**config.mk**
```make
export PLATFORM = sky130hd
export DESIGN_NAME = sc2661Uart
export DESIGN_NICKNAME = d
export VERILOG_FILES = /design/src/verilog/uartPkg.sv /design/src/verilog/uartRegFile.sv /design/src/verilog/uartTx.sv /design/src/verilog/uartRx.sv /design/src/verilog/sc2661Uart.sv
export SDC_FILE = /design/constraint.sdc
export NUM_CORES = 1
export LEC_CHECK = 0
export ABC_AREA = 1
export BUFFER_PORTS_ARGS = -buffer_cell sky130_fd_sc_hd__buf_2
export CELL_PAD_IN_SITES_DETAIL_PLACEMENT = 1
export CELL_PAD_IN_SITES_GLOBAL_PLACEMENT = 1
export CORE_AREA = 2 2 90 92
export DETAILED_ROUTE_END_ITERATION = 8
export DIE_AREA = 0 0 92 94
export PLACE_DENSITY_LB_ADDON = 0.25
export RECOVER_POWER = 50
export SYNTH_ARGS = -nofsm -noshare
export SYNTH_HDL_FRONTEND = slang
export SYNTH_HIERARCHICAL = 1
export SYNTH_SLANG_ARGS = --single-unit
```
**constraint.sdc**
```tcl
create_clock -name uart_sysclk -period 3.1 [get_ports uart_sysclk]
set_input_delay 0.31 -clock uart_sysclk [delete_from_list [all_inputs] [get_ports uart_sysclk]]
set_output_delay 0.31 -clock uart_sysclk [all_outputs]
set_load 0.1 [all_outputs]
```
**src/verilog/uartPkg.sv**
```systemverilog
/*
 * Shared definitions for the SC2661-style UART
 *   character width, register addresses, operating-mode codes,
 *   status bit indexes and the command word union
 */

`default_nettype none

package uartPkg;

  localparam int dataWidth = 8;           // Character and register width

  // Register addresses ---------------------------------------------------
  localparam logic [1:0] addrThr     = 2'd0;  // Write THR, read RHR
  localparam logic [1:0] addrStatus  = 2'd1;  // Status, SYN/DLE writes ignored
  localparam logic [1:0] addrMode    = 2'd2;  // Mode register not kept
  localparam logic [1:0] addrCommand = 2'd3;

  // Operating modes, codes 01 and 11 act as normal
  localparam logic [1:0] opNormal    = 2'b00;
  localparam logic [1:0] opLocalLoop = 2'b10;

  // Status bit indexes
  localparam int srTxRdy   = 0;           // THR ready
  localparam int srRxRdy   = 1;           // RHR full
  localparam int srTxEmt   = 2;           // Frame finished, cleared by status read
  localparam int srOverrun = 4;

  // Command register fields, declared MSB first so txEnable lands on bit 0
  typedef struct packed {
    logic [1:0] opMode;                   // Bits 7:6
    logic       rtsForce;                 // 1 drives rtsN low
    logic       errorClear;               // 1 clears overrun on write
    logic       breakUnused;              // Force break, not implemented
    logic       rxEnable;
    logic       dtrForce;                 // 1 drives dtrN low
    logic       txEnable;
  } commandFields_s;

  // Written by the CPU as a byte, decoded as fields
  typedef union packed {
    logic [dataWidth-1:0] raw;
    commandFields_s       f;
  } commandWord_u;

endpackage

`default_nettype wire

```
**src/verilog/uartRegFile.sv**
```systemverilog
/*
 * CPU bus side of the UART
 *   chip-enable access decode, one execution per ceN assertion
 *   command, status, holding registers and read latch
 *   four-phase request to the transmitter, loopback select
 */

`default_nettype none

module uartRegFile (
  input  logic                          uart_sysclk,
  input  logic                          cmd_resetError,
  input  logic                          ceN,
  input  logic                          readN,
  input  logic [1:0]                    address,
  input  logic [uartPkg::dataWidth-1:0] dataIn,
  output logic [uartPkg::dataWidth-1:0] dataOut,
  output logic                          txReq,
  output logic [uartPkg::dataWidth-1:0] txData,      // THR toward the transmitter
  input  logic                          txAck,
  output logic                          txEnable,
  output logic                          rxEnable,
  input  logic                          txd,
  input  logic                          rxd,
  output logic                          serialIn,    // Receiver input after loopback mux
  input  logic                          rxValid,
  input  logic [uartPkg::dataWidth-1:0] rxData,
  output logic                          txRdyN,
  output logic                          rxRdyN,
  output logic                          txEmtN,
  output logic                          dtrN,
  output logic                          rtsN
);

  uartPkg::commandWord_u command;         // Command register
  uartPkg::commandWord_u writeCmd;        // Bus data seen as a command word

  logic [uartPkg::dataWidth-1:0] status;
  logic [uartPkg::dataWidth-1:0] rxHold;    // Receive holding register
  logic [uartPkg::dataWidth-1:0] readLatch; // Value shown on dataOut
  logic [uartPkg::dataWidth-1:0] pendByte;  // THR write that arrived mid-frame
  logic                          pendValid;
  logic                          accessDone; // Access already executed for this ceN
  logic                          doAccess;
  logic                          txBusy;

  assign writeCmd = uartPkg::commandWord_u'(dataIn);
  assign doAccess = !ceN && !accessDone;
  assign txBusy   = txReq || txAck;       // Handshake not back to rest

  // Register update ------------------------------------------------------
  always_ff @(posedge uart_sysclk) begin
    if (cmd_resetError) begin
      command.raw <= '0;
      status      <= 8'h01;               // Only THR ready
      readLatch   <= '0;
      txReq       <= 1'b0;
      pendValid   <= 1'b0;
      accessDone  <= 1'b0;
    end else begin
      accessDone <= !ceN;                 // Rearm once ceN goes high

      // Transmit handshake
      if (!txEnable) begin
        txReq           <= 1'b0;          // Transmitter is forced idle
        status[uartPkg::srTxRdy] <= 1'b1;
      end else if (txReq && txAck) begin
        txReq           <= 1'b0;          // Frame done, second phase
        status[uartPkg::srTxRdy] <= 1'b1;
      end else if (pendValid && !txBusy) begin
        txData    <= pendByte;            // Late write lands once ack has fallen
        pendValid <= 1'b0;
      end

      // Bus access
      if (doAccess) begin
        if (!readN) begin
          case (address)
            uartPkg::addrThr:     readLatch <= rxHold;
            uartPkg::addrStatus:  readLatch <= status;
            uartPkg::addrCommand: readLatch <= command.raw;
            default:              readLatch <= '0;   // No mode register
          endcase
          if (address == uartPkg::addrThr)
            status[uartPkg::srRxRdy] <= 1'b0;       // RHR taken
          if (address == uartPkg::addrStatus)
            status[uartPkg::srTxEmt] <= 1'b0;
        end else begin
          case (address)
            uartPkg::addrThr: begin
              if (txBusy) begin
                pendByte  <= dataIn;      // Keep txData stable during the frame
                pendValid <= 1'b1;
              end else begin
                txData <= dataIn;
                if (txEnable) begin
                  txReq <= 1'b1;          // First phase
                  status[uartPkg::srTxRdy] <= 1'b0;
                end
              end
            end
            uartPkg::addrCommand: begin
              command.raw <= dataIn;
              if (!writeCmd.f.rxEnable)
                status[uartPkg::srRxRdy] <= 1'b0;
              if (writeCmd.f.errorClear)
                status[uartPkg::srOverrun] <= 1'b0;
            end
            default: ;                    // SYN/DLE and mode writes dropped
          endcase
        end
      end

      // Completion flags win over clears from the bus
      if (txEnable && txReq && txAck)
        status[uartPkg::srTxEmt] <= 1'b1;
      if (rxValid) begin
        rxHold <= rxData;                 // Newest byte overwrites
        status[uartPkg::srRxRdy] <= 1'b1;
        if (status[uartPkg::srRxRdy])
          status[uartPkg::srOverrun] <= 1'b1; // Previous byte never read
      end
    end
  end

  // Outputs --------------------------------------------------------------
  assign dataOut  = (!ceN && !readN) ? readLatch : '0;
  assign txEnable = command.f.txEnable;
  assign rxEnable = command.f.rxEnable;
  assign txRdyN   = txEnable ? ~status[uartPkg::srTxRdy] : 1'b1;
  assign rxRdyN   = rxEnable ? ~status[uartPkg::srRxRdy] : 1'b1;
  assign txEmtN   = ~status[uartPkg::srTxEmt];
  assign dtrN     = ~command.f.dtrForce;
  assign rtsN     = ~command.f.rtsForce;

  // Local loopback feeds the receiver from our own txd
  always_comb begin
    case (command.f.opMode)
      uartPkg::opLocalLoop: serialIn = txd;
      uartPkg::opNormal:    serialIn = rxd;
      default:              serialIn = rxd;  // Remote loop not kept
    endcase
  end

endmodule

`default_nettype wire

```
**src/verilog/uartTx.sv**
```systemverilog
/*
 * 8N1 transmitter
 *   idle, start, data, stop, done FSM with bit timer
 *   ack side of the four-phase handshake
 */

`default_nettype none

module uartTx #(
  parameter int bitPeriod = 16            // System clocks per bit
) (
  input  logic                          uart_sysclk,
  input  logic                          cmd_resetError,
  input  logic                          txEnable,
  input  logic                          txReq,
  input  logic [uartPkg::dataWidth-1:0] txData,
  output logic                          txAck,
  output logic                          txd
);

  localparam int timerWidth = $clog2(bitPeriod);
  localparam logic [timerWidth-1:0] lastTick = timerWidth'(bitPeriod - 1);
  localparam logic [2:0] lastBit = 3'(uartPkg::dataWidth - 1);

  localparam logic [2:0] stIdle  = 3'd0;
  localparam logic [2:0] stStart = 3'd1;
  localparam logic [2:0] stData  = 3'd2;
  localparam logic [2:0] stStop  = 3'd3;
  localparam logic [2:0] stDone  = 3'd4;  // Holding ack until req drops

  logic [2:0]            state;
  logic [timerWidth-1:0] bitTimer;
  logic [2:0]            bitIdx;
  logic                  bitEnd;

  assign bitEnd = (bitTimer == lastTick);

  always_ff @(posedge uart_sysclk) begin
    if (cmd_resetError || !txEnable) begin // Disable behaves like reset
      state    <= stIdle;
      bitTimer <= '0;
      bitIdx   <= '0;
      txd      <= 1'b1;                   // Mark
      txAck    <= 1'b0;
    end else begin
      // Timer runs only while a bit is on the line
      if (state == stStart || state == stData || state == stStop)
        bitTimer <= bitEnd ? '0 : bitTimer + 1'b1;

      case (state)
        stIdle: begin
          if (txReq) begin
            state <= stStart;
            txd   <= 1'b0;                // Start bit
          end
        end
        stStart: begin
          if (bitEnd) begin
            state  <= stData;
            bitIdx <= '0;
            txd    <= txData[0];          // LSB first
          end
        end
        stData: begin
          if (bitEnd) begin
            if (bitIdx == lastBit) begin
              state <= stStop;
              txd   <= 1'b1;
            end else begin
              bitIdx <= bitIdx + 3'd1;
              txd    <= txData[bitIdx + 3'd1];
            end
          end
        end
        stStop: begin
          if (bitEnd) begin
            state <= stDone;
            txAck <= 1'b1;                // Frame complete
          end
        end
        stDone: begin
          if (!txReq) begin
            txAck <= 1'b0;                // Last phase, back to rest
            state <= stIdle;
          end
        end
        default: state <= stIdle;
      endcase
    end
  end

endmodule

`default_nettype wire

```
**src/verilog/uartRx.sv**
```systemverilog
/*
 * 8N1 receiver
 *   start detect, half-bit wait, mid-bit sampling into a right shift register
 *   stop bit timing and one-cycle rxValid pulse
 */

`default_nettype none

module uartRx #(
  parameter int bitPeriod = 16            // System clocks per bit, even
) (
  input  logic                          uart_sysclk,
  input  logic                          cmd_resetError,
  input  logic                          rxEnable,
  input  logic                          serialIn,
  output logic                          rxValid,
  output logic [uartPkg::dataWidth-1:0] rxData
);

  localparam int timerWidth = $clog2(bitPeriod);
  localparam logic [timerWidth-1:0] lastTick = timerWidth'(bitPeriod - 1);
  localparam logic [timerWidth-1:0] halfTick = timerWidth'(bitPeriod / 2 - 1);
  localparam logic [2:0] lastBit = 3'(uartPkg::dataWidth - 1);

  localparam logic [1:0] stIdle = 2'd0;
  localparam logic [1:0] stHalf = 2'd1;   // Wait to middle of start bit
  localparam logic [1:0] stData = 2'd2;
  localparam logic [1:0] stStop = 2'd3;

  logic [1:0]            state;
  logic [timerWidth-1:0] bitTimer;
  logic [2:0]            bitIdx;
  logic                  bitEnd;

  assign bitEnd = (bitTimer == lastTick);

  always_ff @(posedge uart_sysclk) begin
    if (cmd_resetError || !rxEnable) begin
      state    <= stIdle;
      bitTimer <= '0;
      bitIdx   <= '0;
      rxValid  <= 1'b0;
    end else begin
      rxValid <= 1'b0;                    // Single-cycle pulse
      case (state)
        stIdle: begin
          bitTimer <= '0;
          if (!serialIn)
            state <= stHalf;              // Falling edge seen
        end
        stHalf: begin
          if (bitTimer == halfTick) begin
            bitTimer <= '0;
            bitIdx   <= '0;
            // Line back high mid start bit counts as a glitch
            state    <= serialIn ? stIdle : stData;
          end else begin
            bitTimer <= bitTimer + 1'b1;
          end
        end
        stData: begin
          if (bitEnd) begin
            bitTimer <= '0;
            rxData   <= {serialIn, rxData[uartPkg::dataWidth-1:1]}; // LSB arrives first
            bitIdx   <= bitIdx + 3'd1;
            if (bitIdx == lastBit)
              state <= stStop;
          end else begin
            bitTimer <= bitTimer + 1'b1;
          end
        end
        stStop: begin
          if (bitEnd) begin
            bitTimer <= '0;
            rxValid  <= 1'b1;             // Mid stop bit, byte complete
            state    <= stIdle;
          end else begin
            bitTimer <= bitTimer + 1'b1;
          end
        end
        default: state <= stIdle;
      endcase
    end
  end

endmodule

`default_nettype wire

```
**src/verilog/sc2661Uart.sv**
```systemverilog
/*
 * SC2661-style UART top level
 *   register file, transmitter and receiver
 */

`default_nettype none

module sc2661Uart #(
  parameter int bitPeriod = 16            // Even, at least 4
) (
  input  logic                          uart_sysclk,
  input  logic                          cmd_resetError,
  input  logic                          ceN,
  input  logic                          readN,
  input  logic [1:0]                    address,
  input  logic [uartPkg::dataWidth-1:0] dataIn,
  input  logic                          rxd,
  output logic [uartPkg::dataWidth-1:0] dataOut,
  output logic                          txd,
  output logic                          txRdyN,
  output logic                          rxRdyN,
  output logic                          txEmtN,
  output logic                          dtrN,
  output logic                          rtsN
);

  logic                          txReq;
  logic                          txAck;
  logic [uartPkg::dataWidth-1:0] txData;
  logic                          txEnable;
  logic                          rxEnable;
  logic                          serialIn;  // Receiver input after loopback mux
  logic                          rxValid;
  logic [uartPkg::dataWidth-1:0] rxData;

  uartRegFile regFile0 (
    .uart_sysclk    (uart_sysclk),
    .cmd_resetError (cmd_resetError),
    .ceN            (ceN),
    .readN          (readN),
    .address        (address),
    .dataIn         (dataIn),
    .dataOut        (dataOut),
    .txReq          (txReq),
    .txData         (txData),
    .txAck          (txAck),
    .txEnable       (txEnable),
    .rxEnable       (rxEnable),
    .txd            (txd),
    .rxd            (rxd),
    .serialIn       (serialIn),
    .rxValid        (rxValid),
    .rxData         (rxData),
    .txRdyN         (txRdyN),
    .rxRdyN         (rxRdyN),
    .txEmtN         (txEmtN),
    .dtrN           (dtrN),
    .rtsN           (rtsN)
  );

  uartTx #(.bitPeriod(bitPeriod)) tx0 (
    .uart_sysclk    (uart_sysclk),
    .cmd_resetError (cmd_resetError),
    .txEnable       (txEnable),
    .txReq          (txReq),
    .txData         (txData),
    .txAck          (txAck),
    .txd            (txd)
  );

  uartRx #(.bitPeriod(bitPeriod)) rx0 (
    .uart_sysclk    (uart_sysclk),
    .cmd_resetError (cmd_resetError),
    .rxEnable       (rxEnable),
    .serialIn       (serialIn),
    .rxValid        (rxValid),
    .rxData         (rxData)
  );

endmodule

`default_nettype wire

```
==> results of run 1 <==
==> area by class of cell <==
cell class / instances / area [µm²] / area share
Clock buffer: 9 / 124 / 0.0307
Clock inverter: 7 / 98.8 / 0.0245
Inverter: 69 / 265 / 0.0658
Multi-Input combinational cell: 296 / 1430 / 0.354
Sequential cell: 77 / 1860 / 0.462
Tap cell: 102 / 128 / 0.0317
Timing Repair Buffer: 28 / 129 / 0.0320
==> final timing paths <==
| path | slack, ps | to | cells after the start |
|---|---|---|---|
| hold reg to reg | 440 | regFile0/rxHold[0] | 0 |
| hold / removal | 150 | regFile0/accessDone | 2 |
| setup / recovery | 1290 | regFile0/pendByte[3] | 5 |
| setup reg to reg | 1290 | regFile0/pendByte[3] | 5 |
==> synth_stat cells <==
cell        n  area, µm²
clkbuf_1    3       11.3
nor2_1     52        195
a211oi_1    1       7.51
xor2_1      1       8.76
a31oi_1     1       6.26
nor2_2      6       37.5
clkinv_2    1       5.00
nor2_4      5       56.3
o21bai_1    1       7.51
nor3_1      2       10.0
edfxtp_1   32        961
nand3b_1    1       7.51
ha_1        6       75.1
xnor2_1     1       8.76
nand2_2     7       43.8
inv_1      60        225
o21a_1      1       7.51
nand3_1    51        255
nand2_1   108        405
inv_2       7       26.3
nor4_1      1       6.26
o211ai_1    1       7.51
buf_2       1       5.00
dfxtp_1    45        901
o21ai_0    14       70.1
nand4_1     1       6.26
a21oi_2     1       8.76
a21oi_4     1       16.3
a21oi_1    22        110
nand2_4     2       22.5
o21ai_1     5       25.0
buf_6       1       11.3
clkinv_4    1       8.76
nand3_2     4       40.0
==> registers in the layout (all words and copies together), names as in the netlist, 3 cells and up, named ones only <==
name and flops:
regFile0/command 8, regFile0/pendByte 8, regFile0/readLatch 8, regFile0/rxHold 8
regFile0/txData 8, rx0/rxData 8, regFile0/status 4, rx0/bitTimer 4
tx0/bitTimer 4, rx0/bitIdx 3, tx0/bitIdx 3, tx0/state 3
==> worst max-delay path, stage by stage, from the launching register on <==
cell and delay, ps:
dfxtp_1 310, nor2_1 220, nand2_1 180, nor2_4 160, nand2_1 80, nor2_1 500
==> layout by cell type, fill, tap and decap left out, types with 2 or more instances in the layout <==
cell / synthesis / final
nand2_4: 2 / 2
nand3_1: 51 / 51
nand3_2: 4 / 4
nor2_1: 52 / 55
edfxtp_1: 32 / 32
nor3_1: 2 / 2
nor2_2: 6 / 5
o21ai_0: 14 / 15
clkbuf_8: 0 / 9
clkinv_4: 1 / 3
dfxtp_1: 45 / 45
o21ai_1: 5 / 4
ha_1: 6 / 6
nand2_1: 108 / 109
buf_2: 1 / 19
nand2_2: 7 / 6
clkbuf_1: 3 / 9
inv_1: 60 / 60
nor2_4: 5 / 3
clkinv_2: 1 / 2
a21oi_1: 22 / 22
inv_2: 7 / 6
bufinv_16: 0 / 2
==> metal layers <==
layer  vias up  global-route usage  part of all wire
met5         -                   0                 0
met4         0              0.0684             0.014
met3         6              0.0465             0.019
met2        18               0.370              0.52
met1      1391               0.235              0.44
li1       1501                   -                 -
==> power by group <==
part | internal, mW | switching, mW | total (mW)
sequential | 1.06 | 0.00898 | 1.07
clock | 0.457 | 0.380 | 0.838
combinational | 0.0264 | 0.0736 | 0.100
total | 1.55 | 0.463 | 2.01
==> kinds of logic (layout without fill, tap and decap cells) <==
family | after synthesis | in the layout
compound gates | 48 | 48
xor+xnor | 2 | 2
fa+ha+maj | 6 | 6
buf+inv | 74 | 113
flops | 77 | 77
simple gates | 240 | 240
==> flow_results.org, run 1 <==
** Status
- Outcome :: finished clean

** Clock tree
- CTS placed an instance of clkbuf_8 at the clock tree root.
- Clock tree synthesis found a total of 77 sinks.
- The H-tree was split into 3 levels.
- The number of setup buffers added after CTS is 0.
- Clock-pin slew reported for the worst setup and hold paths after clock tree synthesis :: roughly 80 ps
- Hold repair after CTS inserted 0 buffers.
- Buffers inserted during clock tree synthesis total 9.
- Post-cts sizing count :: 0
- Clock latency on the worst-skew pair :: approximately 340 ps
- The clock passes through at most 2 buffers.
- TritonCTS built the clock tree.

** STA
- The number of pins with negative max-slew slack in the final report is 0.
- Hold violation count in the final report :: 0
- Share of the clock period used by the worst path :: 0.585
- Relative slew margins :: 0.495
- Setup violations remaining at the end of the flow were counted as 0.
- The worst path meets setup with between 1000 and 1500 ps of slack.
- Summed negative setup slack over all endpoints :: 0 ps
- Timing would allow up to 0.551 GHz.
- Hold slack :: roughly 150 ps
- Transition time at the pin with the least slew margin :: about 760 ps
- Setup repair after global routing left no endpoint under its margin.
- Counting I/O delays and the setup requirement, the final critical path takes between 1500 and 2000 ps.
- Final worst clock skew :: approximately 5.5 ps

** Die
- In this run the horizontal extent of the chip is between 90 and 100 µm.
- Starting utilization of the core area :: 0.473
- Core area :: between 7000 and 8000 µm²
- The floorplan step defined a die boundary enclosing slightly below 9000 µm².
- The die is between 90 and 100 µm tall.
- In this run the count of I/O pins placed on the die edge is 29.
- After floorplanning, the core was divided into 32 placement rows.

** Detailed routing
- Wirelength, routed :: between 8 and 9 mm
- Starting DRC count in detailed routing :: just under 60
- Using the TritonRoute via totals, the vias-per-cell ratio works out to between 4 and 5.
- After detailed routing, the number of remaining DRC violations is 0.
- Detail Route Antenna Nets :: 0
- After detailed routing, the average wire length per cell comes to between 10 and 15 µm.
- Number of iterations in the first detailed-routing pass :: 4
- Across all layers, the routed design uses 2916 vias.

** Synthesis
- Synth Area in Compound Gates :: 0.0740
- When the netlist entered floorplanning its net count stood at around 470.
- In this run, synthesis produced a sequential element count of 77.
- Of the total synthesized cell area, the portion taken by AND, OR, NAND and NOR gates is 0.302.
- Mean post-synth cell area :: ~8.1 µm²
- Combinational family with the most area after synthesis :: simple AND/OR/NAND/NOR gates
- In the synthesized netlist, the number of instances is roughly 450.
- Total standard cell area after synthesis :: ~3600 µm²
- Count of yosys warnings during synthesis :: 6
- After synthesis, the share of cell area in mux cells is 0.
- Sequential-to-total area share from yosys stat :: 0.517
- Share of synthesized cell area in full adder, half adder and majority cells :: 0.0209
- Of the total synthesized cell area, the portion taken by XOR and XNOR cells is 0.00487.
- Count of distinct cell types in the synthesized netlist :: 34

** Worst setup path
- Critical path fanouts, max :: 8
- Critical path capture point type :: flop
- By startpoint and endpoint, the worst setup path is classified as flop to flop.
- Start point of the critical path :: regFile0/accessDone
- The worst register-to-register path begins at regFile0/accessDone.
- STA classifies the critical path startpoint as a flop.
- At the worst endpoint, the required time is 3080 ps.
- Data arrival time of the critical path :: between 1500 and 2000 ps

** Global route
- For this run the aggregate overflow at the end of global routing stands at 0.
- Across every metal layer, demand over resource in global routing totals 0.203.
- The via count of the first global-routing pass came to roughly 3.0k.
- Global-route wire length before repair :: around 14 mm
- Maximum number of pins on one net before global-route repair :: 20
- The number of antenna violations at the first check in global routing is 0.

** Placed design
- The number of placed instances, taps included, is about 570.
- The wire-length estimate of the detail-placed layout is 6.29 mm.
- The congestion estimate from routability-driven global placement came to around 0.86.
- Once placement finished, the instance area stood at approximately 3800 µm².
- OpenSTA, run right after detailed placement, puts the worst setup slack at between 1000 and 1500 ps.
- Buffers placed on the I/O ports in this run total 28.

** Worst hold path
- In this run the most critical hold path is launched from ceN.
- The min-delay analysis places its worst path in the category input pin to flop.

** Final layout
- From synthesis to final layout, the design area changed by 12.0%.
- After routing the design area is 4030 µm².
- The final layout contains around 500 nets.
- Counting the fill cells in the layout gives ~970.
- Antenna cell count :: 0
- At the end of the flow the core is filled with cells to 0.530.
- The finished layout holds just under 600 standard cells, fillers aside.
- In the final layout, the share of cells above drive strength 1 is 0.134.

** Power
- The analysis attributes to cell leakage a power of roughly 1.7 nW.
- The design draws between 2 and 2.5 mW.
- Ratio of total power to cell area :: between 400 and 500 nW/µm²
- Worst IR drop on VDD :: ~380 µV

** Job
- The tool flagged a number of max-cap violations equal to 0.
(Power assumes the default switching activity.)
==> run 2: changes to the inputs <==
--- a/config.mk
+++ b/config.mk
@@ -9,9 +9,9 @@
 export BUFFER_PORTS_ARGS = -buffer_cell sky130_fd_sc_hd__buf_2
 export CELL_PAD_IN_SITES_DETAIL_PLACEMENT = 1
 export CELL_PAD_IN_SITES_GLOBAL_PLACEMENT = 1
-export CORE_AREA = 2 2 90 92
+export CORE_AREA = 2 2 98 100
 export DETAILED_ROUTE_END_ITERATION = 8
-export DIE_AREA = 0 0 92 94
+export DIE_AREA = 0 0 100 102
 export PLACE_DENSITY_LB_ADDON = 0.25
 export RECOVER_POWER = 50
 export SYNTH_ARGS = -nofsm -noshare
==> constraint.sdc (replaced) <==
create_clock -name uart_sysclk -period 1.6 [get_ports uart_sysclk]
set_input_delay 0.16 -clock uart_sysclk [delete_from_list [all_inputs] [get_ports uart_sysclk]]
set_output_delay 0.16 -clock uart_sysclk [all_outputs]
set_load 0.1 [all_outputs]
==> run 2 against run 1 <==
Against the previous run:
- critical endpoint is now tx0/txd
- non-clock buffer count up 11
- critical path depth is 5 higher
- final cell count up 3.4%
- highest routed layer unchanged
==> flow_results.org, run 2 (same netlist as run 1, synthesis figures left out) <==
** Detailed routing
- Number of iterations in the first detailed-routing pass :: 4 (unchanged)
- Overall via count from detail_route :: 2962 (was 2916)
- The vias per cell is 4.87 (was 4.96).
- Starting DRC count in detailed routing :: 71 (was 59)
- The remaining routing DRC violations was 0 (unchanged).
- The number of nets with antenna violations after detailed routing was 0 (unchanged).
- Wirelength, routed :: 8.43 mm (was 8.16 mm)
- The average wire per standard cell came to 13.9 µm (about the same).

** Worst hold path
- Class of the tightest hold or removal check :: input pin to flop (unchanged)
- The end point of the worst hold path was regFile0/pendByte[1] (was regFile0/accessDone).
- Hold Path Cell Cnt :: 1 (was 2)
- Hold path startpoint :: dataIn[1] (was ceN)

** Final layout
- Non-filler instance count after layout :: 608 (was 588)
- Growth of design area from synthesis to finish :: 16.9% (was 12.0%)
- The number of diodes added for antenna fixing came to 0 (unchanged).
- Most common library cell in the layout ignoring fill and taps :: nand2_1 (unchanged)
- Leading cell types in the layout, fill and taps excluded: 109 x nand2_1, 61 x inv_1, 53 x nor2_1 (was 109 x nand2_1, 60 x inv_1, 55 x nor2_1).
- The fraction of layout cells with a size suffix above 1 was 0.153 (was 0.134).
- The net count of the finished layout is 513 (was 502).

** Worst setup path
- The type of the worst setup path is flop to flop (unchanged).
- Critical path capture point type :: flop (unchanged)
- The required time of the critical path is 1850 ps (was 3080 ps).
- The number of cells traversed by the worst register-to-register path came to 10 (was 5).
- The largest fanout on the critical path came to 7 (was 8).
- Crit-path max cell delay :: 370 ps (was 500 ps)
- The flop-to-flop setup slack is 110 ps (was 1290 ps).
- Ordered list of cells on the worst path: ha_1 > ha_1 > inv_1 > nand3_1 > nand3_1 > nand2_1 > nand2_1 > nand2_1 > nand2_1 > nand2_1 (was nor2_1 > nand2_1 > nor2_4 > nand2_1 > nor2_1).
- Data arrival time of the critical path :: 1740 ps (was 1790 ps)
- The slowest cell on the critical path is dfxtp_4 (was nor2_1).
- Reg2Reg Launch Point :: tx0/bitIdx[0] (was regFile0/accessDone)
- Kind of start point of the critical path :: flop (unchanged)
- Counting stages on the worst path, the most repeated cell is nand2_1.
- Capture point of the worst reg-to-reg path :: tx0/txd (was regFile0/pendByte[3])

** STA
- The setup TNS after final layout was 0 ps (unchanged).
- The final period utilization came to 0.932 (was 0.585).
- The achievable clock frequency is 0.671 GHz (was 0.551 GHz).
- The number of pins with negative max-slew slack in the final report was 0 (unchanged).
- The normalized max-slew margin is 0.431 (was 0.495).
- The slew of the pin with the lowest slew margin is 853 ps (was 757 ps).
- The final critical-path setup slack was 109 ps (was 1290 ps).
- The number of hold violations in the final report was 0 (unchanged).
- Minimum period implied by the final worst setup slack :: 1490 ps (was 1810 ps)
- The number of setup violations in the final report is 0 (unchanged).
- The clock skew is 6.06 ps (was 5.51 ps).

** Die
- The die height was 102 µm (was 94 µm).
- Starting utilization of the core area :: 0.395 (was 0.473)
- The full die area was 10200 µm² (was 8650 µm²).
- The x dimension of the die is 100 µm (was 92 µm).
- The total core area was 9110 µm² (was 7610 µm²).
- Count of standard-cell rows :: 35 (was 32)
- Number of I/O pins :: 29 (unchanged)

** Power
- The static leakage came to 1.71 nW (was 1.67 nW).
- Internal power :: 2.68 mW (was 1.55 mW)
- The worst vdd rail ir drop was 469 µV (was 381 µV).
- The combinational power share was 0.060 (was 0.050).
- Register share of total power :: 0.584 (was 0.534)
- Clock network fraction of total power :: 0.356 (was 0.417)
- Switching power of the nets :: 0.882 mW (was 0.463 mW)
- The power per cell area was 846 nW/µm² (was 499 nW/µm²).
- Sw Share :: 0.248 (was 0.230)

** Global route
- The global-route congestion overflow total came to 0 (unchanged).
- The global-route wire length before repair is 14.3 mm (was 13.9 mm).
- Maximum number of pins on one net before global-route repair :: 19 (was 20)
- The combined global-route utilization of all metal layers is 0.177 (was 0.203).
- Via count of the first global-routing pass :: 3133 (was 3028)
- The number of antenna violations at the first check in global routing came to 0 (unchanged).

** Placed design
- Weighted congestion at the end of routability-driven global placement :: 0.811 (was 0.860)
- The worst setup timing slack at the placement stage came to 99.8 ps (was 1200 ps).
- The number of port buffers is 28 (unchanged).
- Cell count after placement :: 589 (was 572)
- The HPWL reported at the end of detailed placement was 6.44 mm (was 6.29 mm).

** Clock tree
- The H-tree depth was 3 (unchanged).
- The number of buffers created by CTS came to 9 (unchanged).
- The maximum clock path buffer count came to 2 (unchanged).
- The clock insertion delay at the later pin of the skew report was 350 ps (was 340 ps).
- The CTS tree is built (unchanged).
- TritonCTS sink count :: 77 (unchanged)
- The cell at the root of the clock tree is clkbuf_8 (unchanged).
- Clock-pin slew reported for the worst setup and hold paths after clock tree synthesis :: 80 ps (about the same)

** Status
- Outcome: finished clean (unchanged).

** Job
- Max-cap violations :: 0 (unchanged)
[run 2: power by group through the flow]
stage / Clock [mW] / Sequential (mW) / Combinational (mW)
2_1_floorplan: 0 / 2.12 / 0.139
3_3_place_gp: 0 / 2.12 / 0.212
3_5_place_dp: 0 / 2.13 / 0.215
6_report: 1.27 / 2.08 / 0.213
5_1_grt: 1.40 / 2.08 / 0.241
4_1_cts: 1.32 / 2.08 / 0.221
[run 2: layer usage]
| layer | GRT usage | vias up | wire [µm] |
|---|---|---|---|
| li1 | - | 1525 | - |
| met1 | 0.207 | 1393 | 3680 |
| met2 | 0.315 | 28 | 4340 |
| met3 | 0.0369 | 16 | 200 |
| met4 | 0.0822 | 0 | 204 |
| met5 | 0 | - | 0 |
[run 2: metrics by stage]
step | area (µm²) | util | total power, mW | hold WS, ps
after floorplan | 3600 | - | 2.26 | 229
after global placement | 4030 | 0.443 | 2.34 | 367
after detailed placement | 4030 | 0.443 | 2.34 | 370
after CTS | 4220 | 0.463 | 3.62 | 0.328
after global routing | 4210 | 0.462 | 3.73 | 59.5
final | 4210 | 0.462 | 3.56 | 62.4
[run 2: worst max-delay path by stage]
stage	startpoint	slack, ps	end
after floorplan	readN	-220	dataOut[0]
after global placement	tx0/bitIdx[0]	170	tx0/txd
after detailed placement	tx0/bitIdx[0]	100	tx0/txd
after CTS	tx0/bitIdx[0]	90	tx0/txd
after global routing	tx0/bitIdx[0]	-3	tx0/txd
final	tx0/bitIdx[0]	110	tx0/txd
[run 2: timing repair]
action / CTS / global route
setup buffers: 0 / 0
hold buffers: 2 / 1
setup endpoints to repair: 0 / 4
gates resized for setup: 0 / 5
hold endpoints to repair: 2 / 1
[run 2: worst max-delay path: cells and delay by family, from the launching register on]
| kind | cells | cell delay [ps] |
|---|---|---|
| DFF | 1 | 370 |
| adders and majority gates | 2 | 530 |
| buffers and inverters | 1 | 90 |
| and+or+nand+nor | 7 | 390 |
[run 2: layout make-up]
class	instances	area [µm²]
Sequential cell	77	1870
Clock inverter	7	42.5
Tap cell	111	139
Inverter	69	265
Multi-Input combinational cell	296	1450
Timing Repair Buffer	39	319
Clock buffer	9	124
Fill cell	1128	4900
